**config.mk**
```make
export PLATFORM = sky130hd
export DESIGN_NAME = abc80_keyboard
export DESIGN_NICKNAME = d
export VERILOG_FILES = /design/src/ps2_pkg.sv /design/src/abc80_key_pkg.sv /design/src/kbd_scan_if.sv /design/src/kbd_modifiers.sv /design/src/kbd_translate.sv /design/src/key_repeat.sv /design/src/abc80_keyboard.sv
export SDC_FILE = /design/constraint.sdc
export NUM_CORES = 1
export LEC_CHECK = 0
export BUFFER_PORTS_ARGS = -buffer_cell sky130_fd_sc_hd__buf_2
export CORE_MARGIN = 5
export CORE_UTILIZATION = 30
export DETAILED_ROUTE_END_ITERATION = 10
export GPL_TIMING_DRIVEN = 1
export HOLD_SLACK_MARGIN = 0.08
export PLACE_DENSITY = 0.52
export SYNTH_ARGS = -nofsm -noshare
export SYNTH_HDL_FRONTEND = slang
export SYNTH_SLANG_ARGS = --single-unit
```
**constraint.sdc**
```tcl
create_clock -name CLK12 -period 5.15 [get_ports CLK12]
set_input_delay 0 -clock CLK12 [delete_from_list [all_inputs] [get_ports CLK12]]
set_output_delay 0 -clock CLK12 [all_outputs]
set_load 0.01 [all_outputs]
```
**src/ps2_pkg.sv**
```systemverilog
`default_nettype none

package ps2_pkg;

	typedef logic [7:0] scan_code_t;        // Raw set 2 code byte

	typedef struct packed {
		logic       extended;               // E0 prefix seen
		scan_code_t code;
	} scan_key_t;

	////////////////////
	// Modifier keys

	localparam scan_key_t SC_LSHIFT = '{extended: 1'b0, code: 8'h12};
	localparam scan_key_t SC_RSHIFT = '{extended: 1'b0, code: 8'h59};
	localparam scan_key_t SC_CTRL   = '{extended: 1'b0, code: 8'h14}; // Right ctrl adds E0
	localparam scan_key_t SC_CAPS   = '{extended: 1'b0, code: 8'h58};

	////////////////////
	// Helpers

	// Join the prefix flag and the code byte into one lookup key
	function automatic scan_key_t make_key(input logic extended, input scan_code_t code);
		scan_key_t k;
		k.extended = extended;
		k.code     = code;
		return k;
	endfunction

	function automatic logic is_shift(input scan_key_t k);
		return (k == SC_LSHIFT) || (k == SC_RSHIFT);
	endfunction

	// Either ctrl key, prefix ignored
	function automatic logic is_ctrl(input scan_key_t k);
		return k.code == SC_CTRL.code;
	endfunction

endpackage

`default_nettype wire

```
**src/abc80_key_pkg.sv**
```systemverilog
`default_nettype none

package abc80_key_pkg;

	typedef logic [6:0]  key_char_t;        // Code seen on PIO port A
	typedef logic [23:0] timer_t;

	typedef struct packed {
		logic shift;                        // Either shift key down
		logic ctrl;                         // Either ctrl key down
		logic upcase;                       // Caps lock toggle
	} key_mods_t;

	////////////////////
	// Key timing in CLK12 cycles

	localparam timer_t KEYDOWN_CYCLES      = 24'd300_000;   // 25 ms strobe
	localparam timer_t REPEAT_DELAY_CYCLES = 24'd2_000_000; // First repeat
	localparam timer_t REPEAT_RATE_CYCLES  = 24'd500_000;   // Later repeats

	////////////////////
	// Letter case

	localparam int CASE_BIT = 5;            // Set for lower case

	// Mask OR-ed into letters and national keys
	// Lower case when shift and caps lock agree
	function automatic key_char_t case_mask(input key_mods_t m);
		key_char_t mask;
		mask = '0;
		mask[CASE_BIT] = (m.shift == m.upcase);
		return mask;
	endfunction

endpackage

`default_nettype wire

```
**src/kbd_scan_if.sv**
```systemverilog
`default_nettype none

interface kbd_scan_if;

	logic                strobe;            // One cycle per event
	logic                pressed;           // Make when high, break when low
	logic                extended;          // E0 prefix seen
	ps2_pkg::scan_code_t code;

	modport src (
		output strobe, pressed, extended, code
	);

	modport dst (
		input strobe, pressed, extended, code
	);

endinterface

`default_nettype wire

```
**src/kbd_modifiers.sv**
```systemverilog
`default_nettype none

module kbd_modifiers (
	input  logic                     CLK12,
	input  logic                     RESET,
	kbd_scan_if.dst                  scan,
	output abc80_key_pkg::key_mods_t mods
);

	ps2_pkg::scan_key_t key;
	logic               caps_make;

	assign key       = ps2_pkg::make_key(scan.extended, scan.code);
	assign caps_make = scan.strobe && scan.pressed && (key == ps2_pkg::SC_CAPS);

	////////////////////
	// Modifier state

	always_ff @(posedge CLK12) begin
		if (RESET) begin
			mods <= '0;
		end else if (scan.strobe) begin
			if (ps2_pkg::is_shift(key))
				mods.shift <= scan.pressed;    // Follows make and break
			if (ps2_pkg::is_ctrl(key))
				mods.ctrl <= scan.pressed;
			if (caps_make)
				mods.upcase <= ~mods.upcase;   // Break is ignored
		end
	end

	////////////////////
	// Checks

	// Caps lock is the only source of an upcase change
	upcase_from_caps: assert property (
		@(posedge CLK12) disable iff (RESET)
		$changed(mods.upcase) |-> $past(caps_make || RESET)
	);

endmodule

`default_nettype wire

```
**src/kbd_translate.sv**
```systemverilog
`default_nettype none

module kbd_translate (
	input  logic                     CLK12,
	input  logic                     RESET,
	kbd_scan_if.dst                  scan,
	input  abc80_key_pkg::key_mods_t mods,
	output logic                     held,
	output abc80_key_pkg::key_char_t key_char
);

	ps2_pkg::scan_key_t       key;
	abc80_key_pkg::key_char_t alpha;
	abc80_key_pkg::key_char_t next_char;
	logic                     hit;

	assign key   = ps2_pkg::make_key(scan.extended, scan.code);
	assign alpha = abc80_key_pkg::case_mask(mods);

	// Lookup on {ctrl, shift, extended, code}
	always_comb begin
		hit       = 1'b1;
		next_char = '0;
		casez ({mods.ctrl, mods.shift, key})
			////////////////////
			// Ctrl combinations
			{2'b10, 9'h021}: next_char = 7'h03;           // Ctrl C
			{2'b10, 9'h022}: next_char = 7'h18;           // Ctrl X
			{2'b1?, 9'h00E}: next_char = 7'h7F;           // Ctrl backquote

			////////////////////
			// Letters
			{2'b0?, 9'h01C}: next_char = 7'h41 | alpha;   // A
			{2'b0?, 9'h032}: next_char = 7'h42 | alpha;   // B
			{2'b0?, 9'h021}: next_char = 7'h43 | alpha;   // C
			{2'b0?, 9'h023}: next_char = 7'h44 | alpha;   // D
			{2'b0?, 9'h024}: next_char = 7'h45 | alpha;   // E
			{2'b0?, 9'h02B}: next_char = 7'h46 | alpha;   // F
			{2'b0?, 9'h034}: next_char = 7'h47 | alpha;   // G
			{2'b0?, 9'h033}: next_char = 7'h48 | alpha;   // H
			{2'b0?, 9'h043}: next_char = 7'h49 | alpha;   // I
			{2'b0?, 9'h03B}: next_char = 7'h4A | alpha;   // J
			{2'b0?, 9'h042}: next_char = 7'h4B | alpha;   // K
			{2'b0?, 9'h04B}: next_char = 7'h4C | alpha;   // L
			{2'b0?, 9'h03A}: next_char = 7'h4D | alpha;   // M
			{2'b0?, 9'h031}: next_char = 7'h4E | alpha;   // N
			{2'b0?, 9'h044}: next_char = 7'h4F | alpha;   // O
			{2'b0?, 9'h04D}: next_char = 7'h50 | alpha;   // P
			{2'b0?, 9'h015}: next_char = 7'h51 | alpha;   // Q
			{2'b0?, 9'h02D}: next_char = 7'h52 | alpha;   // R
			{2'b0?, 9'h01B}: next_char = 7'h53 | alpha;   // S
			{2'b0?, 9'h02C}: next_char = 7'h54 | alpha;   // T
			{2'b0?, 9'h03C}: next_char = 7'h55 | alpha;   // U
			{2'b0?, 9'h02A}: next_char = 7'h56 | alpha;   // V
			{2'b0?, 9'h01D}: next_char = 7'h57 | alpha;   // W
			{2'b0?, 9'h022}: next_char = 7'h58 | alpha;   // X
			{2'b0?, 9'h035}: next_char = 7'h59 | alpha;   // Y
			{2'b0?, 9'h01A}: next_char = 7'h5A | alpha;   // Z

			////////////////////
			// Digit row
			{2'b00, 9'h016}: next_char = 7'h31;           // 1
			{2'b00, 9'h01E}: next_char = 7'h32;           // 2
			{2'b00, 9'h026}: next_char = 7'h33;           // 3
			{2'b00, 9'h025}: next_char = 7'h34;           // 4
			{2'b00, 9'h02E}: next_char = 7'h35;           // 5
			{2'b00, 9'h036}: next_char = 7'h36;           // 6
			{2'b00, 9'h03D}: next_char = 7'h37;           // 7
			{2'b00, 9'h03E}: next_char = 7'h38;           // 8
			{2'b00, 9'h046}: next_char = 7'h39;           // 9
			{2'b00, 9'h045}: next_char = 7'h30;           // 0

			// Keypad digits, no shifted form
			{2'b00, 9'h069}: next_char = 7'h31;
			{2'b00, 9'h072}: next_char = 7'h32;
			{2'b00, 9'h07A}: next_char = 7'h33;
			{2'b00, 9'h06B}: next_char = 7'h34;
			{2'b00, 9'h073}: next_char = 7'h35;
			{2'b00, 9'h074}: next_char = 7'h36;
			{2'b00, 9'h06C}: next_char = 7'h37;
			{2'b00, 9'h075}: next_char = 7'h38;
			{2'b00, 9'h07D}: next_char = 7'h39;
			{2'b00, 9'h070}: next_char = 7'h30;

			{2'b01, 9'h016}: next_char = 7'h21;           // !
			{2'b01, 9'h01E}: next_char = 7'h22;           // Double quote
			{2'b01, 9'h026}: next_char = 7'h23;           // #
			{2'b01, 9'h025}: next_char = 7'h24;           // Currency sign
			{2'b01, 9'h02E}: next_char = 7'h25;           // %
			{2'b01, 9'h036}: next_char = 7'h26;           // &
			{2'b01, 9'h03D}: next_char = 7'h27;           // Apostrophe
			{2'b01, 9'h03E}: next_char = 7'h28;           // (
			{2'b01, 9'h046}: next_char = 7'h29;           // )
			{2'b01, 9'h045}: next_char = 7'h3D;           // =

			////////////////////
			// Editing keys
			{2'b00, 9'h?5A}: next_char = 7'h0D;           // Enter, both
			{2'b00, 9'h029}: next_char = 7'h20;           // Space
			{2'b00, 9'h16B}: next_char = 7'h08;           // Left arrow
			{2'b00, 9'h066}: next_char = 7'h08;           // Backspace
			{2'b00, 9'h174}: next_char = 7'h09;           // Right arrow

			////////////////////
			// Punctuation
			{2'b00, 9'h041}: next_char = 7'h2C;           // Comma
			{2'b00, 9'h049}: next_char = 7'h2E;           // Period
			{2'b00, 9'h04A}: next_char = 7'h2D;           // Minus
			{2'b00, 9'h04E}: next_char = 7'h2B;           // Plus
			{2'b00, 9'h05D}: next_char = 7'h27;           // Apostrophe
			{2'b00, 9'h00E}: next_char = 7'h3C;           // Less than
			{2'b01, 9'h041}: next_char = 7'h3B;           // Semicolon
			{2'b01, 9'h049}: next_char = 7'h3A;           // Colon
			{2'b01, 9'h04A}: next_char = 7'h5F;           // Underscore
			{2'b01, 9'h04E}: next_char = 7'h3F;           // Question mark
			{2'b01, 9'h05D}: next_char = 7'h2A;           // Asterisk
			{2'b01, 9'h00E}: next_char = 7'h3E;           // Greater than

			// National keys follow the letter case rule
			{2'b0?, 9'h055}: next_char = 7'h40 | alpha;   // E acute
			{2'b0?, 9'h054}: next_char = 7'h5D | alpha;
			{2'b0?, 9'h05B}: next_char = 7'h5E | alpha;
			{2'b0?, 9'h04C}: next_char = 7'h5C | alpha;
			{2'b0?, 9'h052}: next_char = 7'h5B | alpha;

			default:         hit = 1'b0;                  // Not a character key
		endcase
	end

	always_ff @(posedge CLK12) begin
		if (RESET) begin
			held     <= 1'b0;
			key_char <= '0;
		end else if (scan.strobe && hit) begin
			held     <= scan.pressed;
			key_char <= next_char;                    // Break also reloads the code
		end
	end

endmodule

`default_nettype wire

```
**src/key_repeat.sv**
```systemverilog
`default_nettype none

module key_repeat (
	input  logic CLK12,
	input  logic RESET,
	input  logic held,
	output logic key_down
);

	abc80_key_pkg::timer_t pulse_cnt;          // Remaining strobe length
	abc80_key_pkg::timer_t repeat_cnt;         // Time to next repeat
	logic                  held_d;
	logic                  held_rise;

	assign held_rise = held && !held_d;

	////////////////////
	// Strobe and repeat timers

	always_ff @(posedge CLK12) begin
		if (RESET) begin
			held_d     <= 1'b0;
			key_down   <= 1'b0;
			pulse_cnt  <= '0;
			repeat_cnt <= '0;
		end else begin
			held_d <= held;

			if (|pulse_cnt)
				pulse_cnt <= pulse_cnt - 1'b1;
			else
				key_down <= 1'b0;                 // Pulse done

			if (held_rise) begin
				key_down   <= 1'b1;
				pulse_cnt  <= abc80_key_pkg::KEYDOWN_CYCLES;
				repeat_cnt <= abc80_key_pkg::REPEAT_DELAY_CYCLES;
			end else if (|repeat_cnt) begin
				repeat_cnt <= repeat_cnt - 1'b1;
			end else if (held) begin
				// Still down after the delay
				key_down   <= 1'b1;
				pulse_cnt  <= abc80_key_pkg::KEYDOWN_CYCLES;
				repeat_cnt <= abc80_key_pkg::REPEAT_RATE_CYCLES;
			end
		end
	end

	////////////////////
	// Checks

	// A pulse is never cut short
	pulse_runs_out: assert property (
		@(posedge CLK12) disable iff (RESET)
		$fell(key_down) |-> $past(pulse_cnt == '0 || RESET)
	);

endmodule

`default_nettype wire

```
**src/abc80_keyboard.sv**
```systemverilog
`default_nettype none

module abc80_keyboard (
	input  logic                     CLK12,
	input  logic                     RESET,
	input  logic                     key_strobe,
	input  logic                     key_pressed,
	input  logic                     key_extended,
	input  ps2_pkg::scan_code_t      key_code,     // PS/2 set 2 code
	output abc80_key_pkg::key_char_t key_char,     // To PIO port A bits 6..0
	output logic                     key_down,     // To PIO port A bit 7
	output logic                     upcase
);

	kbd_scan_if               scan ();
	abc80_key_pkg::key_mods_t mods;
	logic                     held;

	// Decoded PS/2 event onto the scan bus
	assign scan.strobe   = key_strobe;
	assign scan.pressed  = key_pressed;
	assign scan.extended = key_extended;
	assign scan.code     = key_code;

	assign upcase = mods.upcase;

	kbd_modifiers u_mods (
		.CLK12 (CLK12),
		.RESET (RESET),
		.scan  (scan),
		.mods  (mods)
	);

	kbd_translate u_translate (
		.CLK12    (CLK12),
		.RESET    (RESET),
		.scan     (scan),
		.mods     (mods),
		.held     (held),
		.key_char (key_char)
	);

	key_repeat u_repeat (
		.CLK12    (CLK12),
		.RESET    (RESET),
		.held     (held),
		.key_down (key_down)
	);

endmodule

`default_nettype wire

```
==> results of run 1 <==
[final cells by class]
| class | count | share of cell area |
|---|---|---|
| Inverter | 11 | 0.00832 |
| Timing Repair Buffer | 29 | 0.0338 |
| Tap cell | 184 | 0.0464 |
| Clock inverter | 4 | 0.00959 |
| Clock buffer | 12 | 0.0497 |
| Sequential cell | 61 | 0.246 |
| Multi-Input combinational cell | 457 | 0.606 |
[placed cells by master (no fill, tap or decap), types with 6 or more instances in the layout]
cell       instances
nand2_1           31
a21oi_1           28
nor2b_1            9
nor4_1            16
o211ai_1          10
or4_1              6
o21ai_0           27
nand2b_1           9
xnor2_1           20
nand4_1           14
nor2_1            73
buf_4              7
nor3_1            20
dfxtp_1           61
buf_2             21
nor4b_1            9
clkbuf_16          9
or3_1              8
xor2_1            19
nand3_1           26
a22oi_1            9
inv_1             10
mux2i_1            6
[worst max-delay path, stage by stage (launching register included)]
cell,delay [ns]
dfxtp_1,0.34
or4_4,0.57
nor4_2,0.25
or3b_2,0.50
nor3b_1,0.26
a31oi_1,0.45
nand2_2,0.48
nor2_1,0.10
[layer usage]
metal | track usage | part of all wire | vias up
met5 | 0 | 0 | -
met4 | 0.0635 | 0.037 | 0
met3 | 0.0467 | 0.082 | 44
met2 | 0.232 | 0.41 | 217
met1 | 0.235 | 0.47 | 2104
li1 | - | - | 2132
[cells in the mapped netlist (all sizes together), types with 8 or more instances]
master	instances	area, um^2
dfxtp	61	1220
nor2	74	285
o211ai	10	75.1
a21oi	28	140
nand2	32	123
buf	24	175
or3	8	50.1
o21ai	28	144
nor3	20	100
or4	8	67.6
nand2b	9	56.3
nand4	14	87.6
nor4b	11	109
clkbuf	16	60.1
inv	10	37.5
xor2	19	166
a22oi	9	67.6
nor4	21	163
nor2b	9	56.3
xnor2	20	175
nand3	27	140
[what timing repair did]
action,4_1_cts,5_1_grt
hold buffers,1,0
setup endpoints to repair,0,0
hold endpoints to repair,2,0
[registers in the layout, summed over array words and instances (netlist names)]
| signal | count |
|---|---|
| u_translate.held | 1 |
| u_translate.key_char | 7 |
| u_repeat.held_d | 1 |
| u_mods.mods | 3 |
| u_repeat.repeat_cnt | 24 |
| u_repeat.pulse_cnt | 24 |
| u_repeat.key_down | 1 |
[power by group]
| group | leakage (nW) | internal [mW] | total, mW | switching, mW |
|---|---|---|---|---|
| Combinational | 1.13 | 0.502 | 1.13 | 0.626 |
| Clock | 0.143 | 0.386 | 0.592 | 0.206 |
| Sequential | 0.499 | 0.634 | 0.786 | 0.152 |
[path summary, 6_finish.rpt]
| check | end | slack, ns | cells after the start |
|---|---|---|---|
| worst max-delay path | u_repeat.pulse_cnt[4] | 2.08 | 7 |
| worst min-delay path | u_mods.mods[1] | 0.11 | 4 |
| worst max register to register | u_repeat.pulse_cnt[4] | 2.08 | 7 |
| worst min register to register | u_translate.key_char[6] | 0.45 | 2 |
[kinds of logic (layout without fill, tap and decap cells)]
logic type / count (synthesis) / in the layout / synth area share
and+or+nand+nor: 284 / 284 / 0.376
adders and majority gates: 4 / 4 / 0.0111
DFF: 61 / 61 / 0.271
AOI/OAI and AO/OA: 122 / 122 / 0.186
muxes: 8 / 8 / 0.0183
xor gates and xnor gates: 39 / 39 / 0.0759
buffers and inverters: 51 / 56 / 0.0614
[stage by stage]
stage / area (um^2) / total power, mW / worst slack, ns
2_1_floorplan: 4500 / 1.75 / 2.68
3_3_place_gp: 4660 / 1.90 / 2.13
3_5_place_dp: 4660 / 1.92 / 2.07
4_1_cts: 4960 / 2.52 / 2.07
5_1_grt: 4960 / 2.74 / 1.82
6_report: 4960 / 2.51 / 2.08
==> summary.txt, run 1 <==
Outcome
  • Outcome: finished, final reports clean

Place
  • Dpl cells: 741
  • Detail Placement HPWL: 10.5 mm
  • PortBufs: 21
  • GPL Wtd Cong: 0.976

CTS
  • Clk pin slew, worst setup/hold paths: 0.05 ns
  • Clock tree sinks: 61
  • CTS tree: yes
  • CTS buffer count: 9
  • Max H-tree Level: 3
  • Root Driver: clkbuf_16
  • Setup Buffers After CTS: 0
  • Worst-Skew Late Latency: 0.32 ns
  • Post-CTS sizing: 0
  • CTS max path bufs: 2

Layout
  • Post-Layout Cell Count: 758
  • Fraction of layout cells with a size suffix above 1: 0.138
  • Antenna diode count: 0
  • Area grow syn2layout: 10.1%
  • Final Util: 0.339
  • Nets@finish: 586
  • Reg area: 1220 um^2
  • Fillers: 1566
  • Multi-input gate area in the final layout: 3010 um^2

GRT
  • Global-route wire length before repair: 23.6 mm
  • Vias in the first global route: 4288
  • Largest net degree at the start of global routing: 29
  • Total track usage: 0.164
  • Initial antenna violation count: 0
  • Congestion Overflow GR: 0

Timing
  • Hold Fails Final Rpt: 0
  • Max-slew violations: 0
  • Slew margin rel.: 0.191
  • Tightest Pin Transition: 1.21 ns
  • Final Critical Period: 3.07 ns
  • Tcrit/Tclk final: 0.597
  • Unrepaired setup endpoints after global routing: false
  • Fmax achieved: 325 MHz
  • Hold Slack: 0.106 ns
  • Setup TNS: 0 ns
  • Max Clock Skew: 0.00626 ns
  • # setup viols final: 0

Min path
  • Min-Delay Path Class: input pin to flip-flop
  • Hold path start: key_strobe

Logic synthesis
  • Primary FF master, synth: dfxtp_1
  • Post-synthesis cell type count: 76
  • Post-Synthesis Cell Area: 4500 um^2
  • Syn avg cell area: 7.91 um^2
  • Mapped Cells: 569
  • Net Count, Synth: 586
  • Sequential fraction of the synthesis area: 0.271
  • FF+latch count, synth: 61
  • Post-synth EDFFs: 0
  • Async SR Flop Fraction: 0
  • YS warnings: 0

Drt
  • # DRC: 0
  • Total Routed Length: 14.5 mm
  • First-pass DRT Iterations: 5
  • DRT iter0 DRCs: 523
  • Vias: 4497
  • Via density: 5.93
  • Post-route ant nets: 0
  • WL/cell: 19.2 um

Worst setup path
  • Critical path class: flip-flop to flip-flop
  • CP Launch Point: u_repeat.repeat_cnt[14]
  • CP Capture Type: flip-flop
  • Crit Path Max Fanout: 19
  • CP Launch Type: flip-flop
  • CP required: 5.34 ns
  • Arr. time, crit path: 3.27 ns
  • Critical R2R Launch: u_repeat.repeat_cnt[14]

Floorplanning
  • Die width: 133 um
  • Initial core utilization: 0.308
  • Die height: 133 um
  • I/O Pins: 22
  • Die area: 17600 um^2
  • Row count: 44
  • Core Region: 14600 um^2

Pwr
  • Leak Pwr: 1.77 nW
  • PwrDens: 505 nW/um^2
  • VDD IR max: 194 uV

Job
  • Max-cap violation count: 0
(Power assumes the default switching activity.)
==> run 2: changes to the inputs <==
PLACE_DENSITY = 0.53   (was 0.52)
clock period = 2.7 ns   (was 5.15 ns; I/O delays follow)
==> run 2 against run 1 <==
Non-clock buffer count is 91 higher. First-iteration DRC count is 20% lower. Clock skew is 0.0026 ns higher. Power is 100% higher. Highest routed layer unchanged. Flip-flop and latch count stayed put. Critical endpoint is now u_repeat.repeat_cnt[16]. Wire length is 8.1% higher. Critical path depth stayed put. Sequential power is 92% higher. Combinational power is 120% higher. Hold slack better by 0.019 ns. Clock power is 89% higher. Setup slack worse by 2.0 ns.
==> summary.txt, run 2 (synthesized netlist as in run 1, its figures left out) <==
Outcome
  • Outcome: finished, final reports clean

Layout
  • Area grow syn2layout: 27.4%
  • Antenna diode count: 0 (unchanged)
  • Most common cell after layout, fill and taps aside: buf_4
  • Regs by FF count: u_repeat.pulse_cnt: 24 flops, u_repeat.repeat_cnt: 24 flops, u_translate.key_char: 7 flops
  • Final Cell Area: 5740 um^2 (+16%)
  • Commonest cells after routing, fill and taps aside: buf_4, nor2_1, dfxtp_1
  • Nets@finish: 677 (+16%)
  • Final Util: 0.392 (+0.0530)
  • Fraction of layout cells with a size suffix above 1: 0.271 (+0.133)

Drt
  • Post-route ant nets: 0 (unchanged)
  • Vias: 4824 (+7.3%)
  • WL/cell: 18.5 um (-3.5%)
  • Via density: 5.68 (-4.2%)
  • # DRC: 0 (unchanged)
  • DRT iter0 DRCs: 421 (-20%)
  • Total Routed Length: 15.7 mm (+8.1%)
  • First-pass DRT Iterations: 5 (unchanged)

Place
  • PortBufs: 21 (unchanged)
  • Placed cell area: 5360 um^2 (+15%)
  • Detail Placement HPWL: 12.1 mm (+16%)
  • GPL Wtd Cong: 0.955 (-2.2%)

CTS
  • Worst-Skew Late Latency: 0.33 ns (about the same)
  • CTS max path bufs: 2 (unchanged)
  • Max H-tree Level: 3 (unchanged)
  • Clk pin slew, worst setup/hold paths: 0.05 ns (about the same)
  • CTS tree: yes
  • Clock tree sinks: 61 (unchanged)
  • CTS buffer count: 9 (unchanged)
  • Root Driver: clkbuf_16

Min path
  • Hold depth: 3 (-1)
  • Min-Delay Path Class: input pin to flip-flop
  • Hold path start: key_strobe
  • Worst Hold End: u_translate.key_char[5]

Worst setup path
  • Crit Path Max Fanout: 4 (-15)
  • Arr. time, crit path: 2.83 ns (-0.44 ns)
  • CP max stage delay: 0.55 ns (-0.02 ns)
  • Top Family by Delay on Critical Path: simple AND/OR/NAND/NOR gates
  • CP Capture Type: flip-flop
  • R2R cell count: 7 (unchanged)
  • CP bufs+invs: 0 (unchanged)
  • CP required: 2.92 ns (-2.42 ns)
  • Slowest CP cell: or4_4
  • CP Launch Type: flip-flop
  • Critical R2R Launch: u_repeat.repeat_cnt[16]
  • Critical path class: flip-flop to flip-flop
  • CP Cell Sequence: or4_4, nor4_2, or3b_2, nor3b_1, and3_1, a211oi_1, a311oi_1
  • Crit Reg-Reg Endpoint: u_repeat.repeat_cnt[16]
  • R2r setup slk: 0.1 ns (-1.98 ns)

Floorplanning
  • Initial core utilization: 0.308 (unchanged)
  • I/O Pins: 22 (unchanged)
  • Row count: 44 (unchanged)
  • Die width: 133 um (unchanged)
  • Die height: 133 um (unchanged)
  • Die area: 17600 um^2 (unchanged)
  • Core Region: 14600 um^2 (unchanged)

Timing
  • # setup viols final: 0 (unchanged)
  • Max Clock Skew: 0.00883 ns (+0.00257 ns)
  • Fmax achieved: 384 MHz (+18%)
  • Slew margin rel.: 0.601 (+0.410)
  • Hold Fails Final Rpt: 0 (unchanged)
  • Tcrit/Tclk final: 0.964 (+0.367)
  • Max-slew violations: 0 (unchanged)
  • Final Critical Period: 2.60 ns (-0.471 ns)
  • Tightest Pin Transition: 0.591 ns (-0.617 ns)

GRT
  • Total track usage: 0.177 (+0.0126)
  • Congestion Overflow GR: 0 (unchanged)
  • Global-route wire length before repair: 25.0 mm (+5.9%)
  • Initial antenna violation count: 0 (unchanged)
  • Largest net degree at the start of global routing: 24 (-17%)
  • Vias in the first global route: 4523 (+5.5%)

Pwr
  • VDD IR max: 369 uV (+90%)
  • Leak Pwr: 2.24 nW (+26%)
  • PwrDens: 892 nW/um^2 (+77%)

Job
  • Max-cap violation count: 0 (unchanged)
-- run 2: through the flow --
step	cells	power (mW)	setup TNS, ns	hold slack (ns)	setup slack, ns
final	849	5.12	0	0.125	0.0980
after global routing	849	5.53	-0.0830	0.149	-0.0595
after CTS	849	5.10	0	0.110	0.00460
after detailed placement	832	3.95	-0.166	0.318	-0.0890
after global placement	832	3.89	-0.0736	0.305	-0.0381
after floorplan	569	3.33	0	0.0759	0.231
-- run 2: tightest hold or removal path: stages --
cell and delay [ns]:
buf_2 0.17, o21ai_2 0.15, a221oi_2 0.08
-- run 2: layout make-up --
type | count | area, um^2
well taps | 184 | 230
inverters | 11 | 41.3
fillers | 1509 | 8910
clock inverters | 3 | 17.5
multi-input cells | 457 | 3070
flip-flops and latches | 61 | 1220
clock buffers | 13 | 280
repair buffers | 120 | 876
-- run 2: worst max-delay path by stage --
stage,startpoint,to,slack [ns],cells past startpoint
finish,u_repeat.repeat_cnt[16],u_repeat.repeat_cnt[16],0.1,7
global route,u_repeat.repeat_cnt[16],u_repeat.repeat_cnt[16],-0.06,7
CTS,u_mods.mods[1],u_translate.key_char[4],0.005,9
detailed placement,u_mods.mods[1],u_translate.key_char[5],-0.09,9
global placement,u_mods.mods[1],u_translate.key_char[5],-0.04,9
floorplan,u_repeat.repeat_cnt[4],u_repeat.repeat_cnt[8],0.23,7
-- run 2: power breakdown --
part | internal, mW | switching, mW
logic | 1.20 | 1.28
clock network | 0.717 | 0.401
registers | 1.22 | 0.293
total | 3.14 | 1.98
-- run 2: layer usage --
metal,wire (um),global-route usage,vias up
met4,610,0.0785,0
li1,-,-,2312
met2,6600,0.257,185
met1,7430,0.248,2286
met5,0,0,-
met3,1060,0.0421,41
-- run 2: timing repair --
action                                  4_1_cts  5_1_grt
pin swaps                                     0        2
hold buffers                                  1        0
cloned                                        0        0
endpoints found under the setup margin        2       22
gates resized for setup                       1       10
buffers inserted                              0        0
endpoints found under the hold margin         3        0
